$ cat src/rtl/float_defines.svh
// single-precision format only; the derived widths below assume the hidden one is restored
`ifndef FLOAT_DEFINES_SVH
`define FLOAT_DEFINES_SVH

// stored word layout
`define FLOAT_WIDTH           32
`define FLOAT_EXP_WIDTH       8
`define FLOAT_MANT_WIDTH      23
`define FLOAT_EXP_BIAS        127

// significand with the hidden one in front of the stored mantissa
`define FLOAT_SIG_WIDTH       (`FLOAT_MANT_WIDTH + 1)

// full significand product, two integer bits on top
`define FLOAT_PROD_WIDTH      (2 * `FLOAT_SIG_WIDTH)

// signed exponent after bias removal, wide enough for sum minus bias
`define FLOAT_PROD_EXP_WIDTH  (`FLOAT_EXP_WIDTH + 2)

`endif

$ cat src/rtl/float_pkg.sv
// word format types for one float layout; field order is sign, exponent, stored mantissa
`include "float_defines.svh"

package float_pkg;

    // field view of a word, msb first as it sits in memory
    typedef struct packed {
        logic                            sign;
        logic [`FLOAT_EXP_WIDTH-1:0]     exp;
        logic [`FLOAT_MANT_WIDTH-1:0]    mant;
    } float_fields_t;

    // one word read two ways
    // raw is what travels on a port, fields is used to decode and to pack
    typedef union packed {
        logic [`FLOAT_WIDTH-1:0]         raw;
        float_fields_t                   fields;
    } float_t;

    // an exponent of all zeros marks zero or denormal here
    function automatic logic is_zero_exp(input float_t f);
        logic zero_exp;
        zero_exp = (f.fields.exp == '0);
        return zero_exp;
    endfunction

endpackage

$ cat src/rtl/fmul_pkg.sv
// pipeline stage records of the multiplier; each record carries its own valid bit
`include "float_defines.svh"

package fmul_pkg;

    // significand with hidden one, and the full product of two of them
    typedef logic [`FLOAT_SIG_WIDTH-1:0]                sig_t;
    typedef logic [`FLOAT_PROD_WIDTH-1:0]               sig_prod_t;

    // exponent after bias removal, signed so a low sum shows as negative
    typedef logic signed [`FLOAT_PROD_EXP_WIDTH-1:0]    prod_exp_t;

    // decoded operands, output of the input stage
    typedef struct packed {
        logic                           valid;
        logic                           zero;
        logic                           a_sign;
        logic                           b_sign;
        logic [`FLOAT_EXP_WIDTH-1:0]    a_exp;
        logic [`FLOAT_EXP_WIDTH-1:0]    b_exp;
        sig_t                           a_sig;
        sig_t                           b_sig;
    } operand_pair_t;

    // raw product before normalization, output of the multiply stage
    typedef struct packed {
        logic                           valid;
        logic                           zero;
        logic                           sign;
        prod_exp_t                      exp;
        sig_prod_t                      sig;
    } product_t;

endpackage

$ cat src/rtl/float_unpack.sv
// a and b are only looked at when req is high; a zero exponent on either side yields zero
`timescale 1ns/1ps

module float_unpack (
    input  logic                     clk,
    input  logic                     rst,
    input  logic                     req,
    input  float_pkg::float_t        a,
    input  float_pkg::float_t        b,
    output fmul_pkg::operand_pair_t  opnd
);

    fmul_pkg::operand_pair_t  opnd_next;
    logic                     a_zero;
    logic                     b_zero;
    logic                     any_zero;

    // zero or denormal check per operand
    always_comb begin
        a_zero   = float_pkg::is_zero_exp(a);
        b_zero   = float_pkg::is_zero_exp(b);
        any_zero = a_zero | b_zero;
    end

    always_comb begin
        opnd_next = '0;

        opnd_next.valid  = req;
        opnd_next.zero   = any_zero;

        // signs and exponents come straight from the field view
        opnd_next.a_sign = a.fields.sign;
        opnd_next.b_sign = b.fields.sign;
        opnd_next.a_exp  = a.fields.exp;
        opnd_next.b_exp  = b.fields.exp;

        // restore hidden one, leave both significands at zero for the zero case
        // so the multiplier sees quiet inputs
        if (!any_zero) begin
            opnd_next.a_sig = {1'b1, a.fields.mant};
            opnd_next.b_sig = {1'b1, b.fields.mant};
        end
    end

    // stage register, loads every cycle
    always_ff @(posedge clk or posedge rst) begin
        if (rst) begin
            opnd <= '0;
        end else begin
            opnd <= opnd_next;
        end
    end

endmodule

$ cat src/rtl/float_mant_mul.sv
// no rounding and no exponent range check; the exponent may go negative or past 255 here
`timescale 1ns/1ps
`include "float_defines.svh"

module float_mant_mul (
    input  logic                     clk,
    input  logic                     rst,
    input  fmul_pkg::operand_pair_t  opnd,
    output fmul_pkg::product_t       prod
);

    fmul_pkg::product_t   prod_next;
    fmul_pkg::prod_exp_t  exp_sum;
    fmul_pkg::sig_prod_t  sig_prod;

    // biased exponents add up to twice the bias, take one bias back out
    always_comb begin
        exp_sum = fmul_pkg::prod_exp_t'(opnd.a_exp)
                + fmul_pkg::prod_exp_t'(opnd.b_exp)
                - fmul_pkg::prod_exp_t'(`FLOAT_EXP_BIAS);
    end

    // 24 x 24 significand multiply, the long path of the unit
    always_comb begin
        sig_prod = fmul_pkg::sig_prod_t'(opnd.a_sig) * fmul_pkg::sig_prod_t'(opnd.b_sig);
    end

    always_comb begin
        prod_next.valid = opnd.valid;
        prod_next.zero  = opnd.zero;
        prod_next.sign  = opnd.a_sign ^ opnd.b_sign;
        prod_next.exp   = exp_sum;
        prod_next.sig   = sig_prod;
    end

    // stage register
    always_ff @(posedge clk or posedge rst) begin
        if (rst) begin
            prod <= '0;
        end else begin
            prod <= prod_next;
        end
    end

endmodule

$ cat src/rtl/float_normalize.sv
// mantissa is truncated, exponent wraps to 8 bits; out is held at zero when ack is low
`timescale 1ns/1ps
`include "float_defines.svh"

module float_normalize (
    input  logic                 clk,
    input  logic                 rst,
    input  fmul_pkg::product_t   prod,
    output float_pkg::float_t    out,
    output logic                 ack
);

    float_pkg::float_t                   out_next;
    logic                                carry;
    fmul_pkg::prod_exp_t                 exp_adj;
    logic [`FLOAT_MANT_WIDTH-1:0]        mant_norm;

    // product of two values in [1,2) lies in [1,4)
    // the top bit says whether it reached 2 or more
    assign carry = prod.sig[`FLOAT_PROD_WIDTH-1];

    always_comb begin
        if (carry) begin
            // binary point sits one place further left
            mant_norm = prod.sig[`FLOAT_PROD_WIDTH-2 -: `FLOAT_MANT_WIDTH];
        end else begin
            mant_norm = prod.sig[`FLOAT_PROD_WIDTH-3 -: `FLOAT_MANT_WIDTH];
        end
    end

    // bump exponent on carry
    always_comb begin
        exp_adj = prod.exp + fmul_pkg::prod_exp_t'(carry);
    end

    // pack through the field view
    always_comb begin
        out_next.raw = '0;

        if (prod.valid && !prod.zero) begin
            out_next.fields.sign = prod.sign;
            // upper exponent bits dropped, no overflow handling
            out_next.fields.exp  = exp_adj[`FLOAT_EXP_WIDTH-1:0];
            out_next.fields.mant = mant_norm;
        end
    end

    // output register, ack follows the stage valid
    always_ff @(posedge clk or posedge rst) begin
        if (rst) begin
            out <= '0;
            ack <= 1'b0;
        end else begin
            out <= out_next;
            ack <= prod.valid;
        end
    end

endmodule

$ cat src/rtl/float_mul_unit.sv
// fixed 3-cycle latency, one request per cycle, no back-pressure so out must be taken on ack
`timescale 1ns/1ps

module float_mul_unit (
    input  logic               clk,
    input  logic               rst,
    input  logic               req,
    input  float_pkg::float_t  a,
    input  float_pkg::float_t  b,
    output logic               ack,
    output float_pkg::float_t  out
);

    // decoded operands, valid one cycle after req
    fmul_pkg::operand_pair_t  opnd;

    // raw product, valid two cycles after req
    fmul_pkg::product_t       prod;

    float_unpack u_float_unpack (
        .clk   (clk),
        .rst   (rst),
        .req   (req),
        .a     (a),
        .b     (b),
        .opnd  (opnd)
    );

    float_mant_mul u_float_mant_mul (
        .clk   (clk),
        .rst   (rst),
        .opnd  (opnd),
        .prod  (prod)
    );

    // result and ack registered here, third cycle
    float_normalize u_float_normalize (
        .clk   (clk),
        .rst   (rst),
        .prod  (prod),
        .out   (out),
        .ack   (ack)
    );

endmodule

$ cat config.mk
export PLATFORM = sky130hd
export DESIGN_NAME = float_mul_unit
export DESIGN_NICKNAME = d
export VERILOG_FILES = /design/src/rtl/float_pkg.sv /design/src/rtl/fmul_pkg.sv /design/src/rtl/float_unpack.sv /design/src/rtl/float_mant_mul.sv /design/src/rtl/float_normalize.sv /design/src/rtl/float_mul_unit.sv
export VERILOG_INCLUDE_DIRS = /design/src /design/src/rtl
export SDC_FILE = /design/constraint.sdc
export NUM_CORES = 2
export LEC_CHECK = 0
export BUFFER_PORTS_ARGS = -buffer_cell sky130_fd_sc_hd__buf_2
export CAP_MARGIN = 10
export CORE_UTILIZATION = 65
export DETAILED_ROUTE_END_ITERATION = 16
export HOLD_SLACK_MARGIN = 0.03
export PLACE_DENSITY = 0.87
export SETUP_SLACK_MARGIN = 0.15
export SLEW_MARGIN = 40
export SYNTH_ARGS = -nofsm -noshare
export SYNTH_HDL_FRONTEND = slang
export SYNTH_SLANG_ARGS = --single-unit
$ cat constraint.sdc
create_clock -name clk -period 8 [get_ports clk]
set_clock_uncertainty 0.1 [all_clocks]
set_input_delay 0.4 -clock clk [delete_from_list [all_inputs] [get_ports clk]]
set_output_delay 0.4 -clock clk [all_outputs]
set_load 0.03 [all_outputs]
==> impl_metrics.env <==
export IMPL_port_buffer_count=99
export IMPL_synth_flop_cell="dfrtp_1"
export IMPL_firstDrtPassIters=7
export IMPL_synth_edf_count=0
export IMPL_critical_path_max_stage_delay_ns=0.88
export IMPL_slowest_stage="dfrtp_1"
export IMPL_hp_class="input port to flip-flop"
export IMPL_grt_overflow_total=0
export IMPL_finalSetupTns_ns=0
export IMPL_synth_distinct_cells=59
export IMPL_track_usage=0.359
export IMPL_ys_warn_count=0
export IMPL_status="completed"
export IMPL_num_vias=17000
export IMPL_min_period_ns=7.61
export IMPL_max_clock_freq_mhz=131
export IMPL_core_um2=34800
export IMPL_n_fill_cell=2354
export IMPL_dp_hpwl_mm=44.8
export IMPL_cp_cell_sequence="buf_4 > and2_1 > fa_1 > fa_1 > inv_1 > fa_1 > inv_1 > fa_1 > fa_1 > fa_1 > inv_1 > fa_1 > inv_1 > ha_1 > nand2_1 > nor2_1 > a221oi_2 > o22ai_1 > o31ai_2 > nand2b_1 > a311oi_2 > o21ai_1 > xor2_1"
export IMPL_multiInputGateArea_um2=17300
export IMPL_critPathCaptureType="flip-flop"
export IMPL_critPathTopFamily="adder cells"
export IMPL_required_ns=8.23
export IMPL_clkSinkCount=136
export IMPL_io_pin_count=100
export IMPL_postCtsSetupRepairBufs=0
export IMPL_die_area_um2=36300
export IMPL_synth_cells=2401
export IMPL_cts_tree="yes"
export IMPL_fp_row_count=68
export IMPL_dr_first_iter_drc_count=1276
export IMPL_synth_common_cells="inv_1 (550), fa_1 (482), and2_1 (343)"
export IMPL_wl_per_cell_um=20.4
export IMPL_max_slew_margin=0.394
export IMPL_die_x_um=191
export IMPL_gp_congestion=0.912
export IMPL_ff_latch_area_um2=3440
export IMPL_grt_max_degree=67
export IMPL_cpMostUsedCell="fa_1"
export IMPL_final_max_slew_viol_count=0
export IMPL_startpoint_type="flip-flop"
export IMPL_hold_violations=0
export IMPL_finalSetupViolCount=0
export IMPL_worst_pin_slew_ns=0.909
export IMPL_ys_ff_latch=136
export IMPL_grt_pass1_vias=19600
export IMPL_cp_arrival_ns=7.83
export IMPL_drive_gt1_frac=0.0858
export IMPL_synth_top_area_cell="fa_1"
export IMPL_yosys_top_cells_area="fa_1 (42%), dfrtp_1 (15%), ha_1 (10%), and2_1 (9.3%), inv_1 (8.9%)"
export IMPL_reg2reg_slack_ns=0.39
export IMPL_vias_per_cell=5.81
export IMPL_nets=3193
export IMPL_cts_max_level=4
export IMPL_crit_type="flip-flop to flip-flop"
export IMPL_drc=0
export IMPL_clockRootBuffer="clkbuf_16"
export IMPL_synth_top_cell_area_share=0.417
export IMPL_clk_latency_ns=0.45
export IMPL_die_h_um=191
export IMPL_path_max_fanout=17
export IMPL_antenna_found_initial=0
export IMPL_synthArstFlopShare=1.00
export IMPL_numCtsBuffers=17
export IMPL_cap_viol_max_count=0
export IMPL_finalCritPeriodShare=0.951
export IMPL_critPathBufInv=5
export IMPL_grt_pass1_wl_mm=98.4
export IMPL_synth_area_um2=23100
export IMPL_synth_nets=3135
export IMPL_syn2layout_area_growth_pct=7.65
export IMPL_path_clk_slew_ns=0.08
export IMPL_ys_seq_area_frac=0.147
export IMPL_ant_nets=0
export IMPL_initial_utilization=0.665
export IMPL_wl_mm=59.8
export IMPL_yosysMostFrequentCell="inv_1"
export IMPL_syn_avg_cell_area_um2=9.63
export IMPL_clock_path_buffers=2
export IMPL_rsz0062_at_grt="no"
## layout by cell type (no fill, tap or decap), types with 3 or more instances in the layout
| cell type | count |
|---|---|
| buf_2 | 99 |
| fa_1 | 482 |
| inv_8 | 5 |
| a21o_1 | 12 |
| nand2b_1 | 5 |
| o21ai_1 | 5 |
| buf_4 | 26 |
| nor3_1 | 10 |
| inv_6 | 3 |
| xor2_1 | 12 |
| dfrtp_2 | 27 |
| clkbuf_16 | 17 |
| clkinv_8 | 5 |
| xnor2_1 | 29 |
| dfrtp_1 | 109 |
| a21oi_2 | 5 |
| o21ai_0 | 16 |
| nor2b_1 | 6 |
| ha_1 | 185 |
| nor2_1 | 59 |
| o21a_1 | 3 |
| mux2i_1 | 23 |
| nand4_1 | 6 |
| and3_1 | 5 |
| a31oi_1 | 4 |
| o211ai_1 | 4 |
| a211oi_1 | 5 |
| a21oi_1 | 27 |
| dlygate4sd3_1 | 20 |
| o21bai_1 | 4 |
| nand2_1 | 299 |
| and2_1 | 343 |
| inv_1 | 549 |
| nand3_1 | 14 |
## timing repair
item | CTS | global route
setup endpoints to repair | 0 | 3
hold endpoints to repair | 84 | 0
hold buffers | 20 | 0
gates resized for setup | 0 | 7
## registers in the layout, summed over array words and instances (netlist names)
name / flops
u_float_unpack.opnd: 67
u_float_normalize.out: 32
u_float_mant_mul.prod: 36
u_float_normalize.ack: 1
## kinds of logic after synthesis
| logic type | after synthesis | share of synthesized area |
|---|---|---|
| buffers and inverters | 660 | 0.107 |
| flip-flops | 136 | 0.147 |
| AND/OR/NAND/NOR | 760 | 0.167 |
| adder cells (fa/ha/maj) | 667 | 0.517 |
| AO/OA/AOI/OAI | 114 | 0.0365 |
| XOR/XNOR | 41 | 0.0155 |
| multiplexers | 23 | 0.00995 |
## worst reg2reg max path, cell delays in order (launching register included)
cell	delay, ns
dfrtp_1	0.88
buf_4	0.29
and2_1	0.17
fa_1	0.44
fa_1	0.54
inv_1	0.07
fa_1	0.49
inv_1	0.05
fa_1	0.49
fa_1	0.51
fa_1	0.49
inv_1	0.05
fa_1	0.49
inv_1	0.05
ha_1	0.37
nand2_1	0.18
nor2_1	0.08
a221oi_2	0.32
o22ai_1	0.20
o31ai_2	0.37
nand2b_1	0.18
a311oi_2	0.39
o21ai_1	0.14
xor2_1	0.15
## stage by stage
stage | setup slack (ns) | cell area [um2] | hold WS [ns] | utilization | cells
CTS | 0.476 | 24900 | 0.0491 | 0.715 | 2927
floorplan | 1.32 | 23100 | 0.231 | - | 2401
global placement | 0.623 | 24000 | 0.235 | 0.690 | 2871
detailed placement | 0.508 | 24100 | 0.243 | 0.692 | 2875
finish | 0.393 | 24900 | 0.0504 | 0.716 | 2929
global route | 0.163 | 24900 | 0.0576 | 0.715 | 2927
## cell type report
cell class / instances / area share
Sequential cell: 136 / 0.138
Inverter: 550 / 0.0831
Tap cell: 455 / 0.0229
Multi-Input combinational cell: 1605 / 0.693
Timing Repair Buffer: 149 / 0.0382
Clock inverter: 15 / 0.00718
Antenna cell: 2 / 0.000201
Clock buffer: 17 / 0.0171
## layer usage
layer / GRT usage / vias up / routed length, um
met2: 0.615 / 969 / 30300
li1: - / 7126 / -
met4: 0.251 / 2 / 4860
met5: 0.00962 / - / 44
met3: 0.0662 / 362 / 4770
met1: 0.407 / 8548 / 19900
## path summary, 6_finish.rpt
kind | depth (start not counted) | from | to
max | 23 | u_float_unpack.opnd[8] | u_float_mant_mul.prod[38]
min | 2 | b[17] | u_float_unpack.opnd[17]
max reg2reg | 23 | u_float_unpack.opnd[8] | u_float_mant_mul.prod[38]
min reg2reg | 0 | u_float_unpack.opnd[66] | u_float_mant_mul.prod[59]
max in group asynchronous | 5 | rst | u_float_unpack.opnd[19]
min in group asynchronous | 3 | rst | u_float_normalize.out[31]
Power is not shown: default switching activity piles up to over one toggle a cycle in this logic, so the estimate is an artifact.
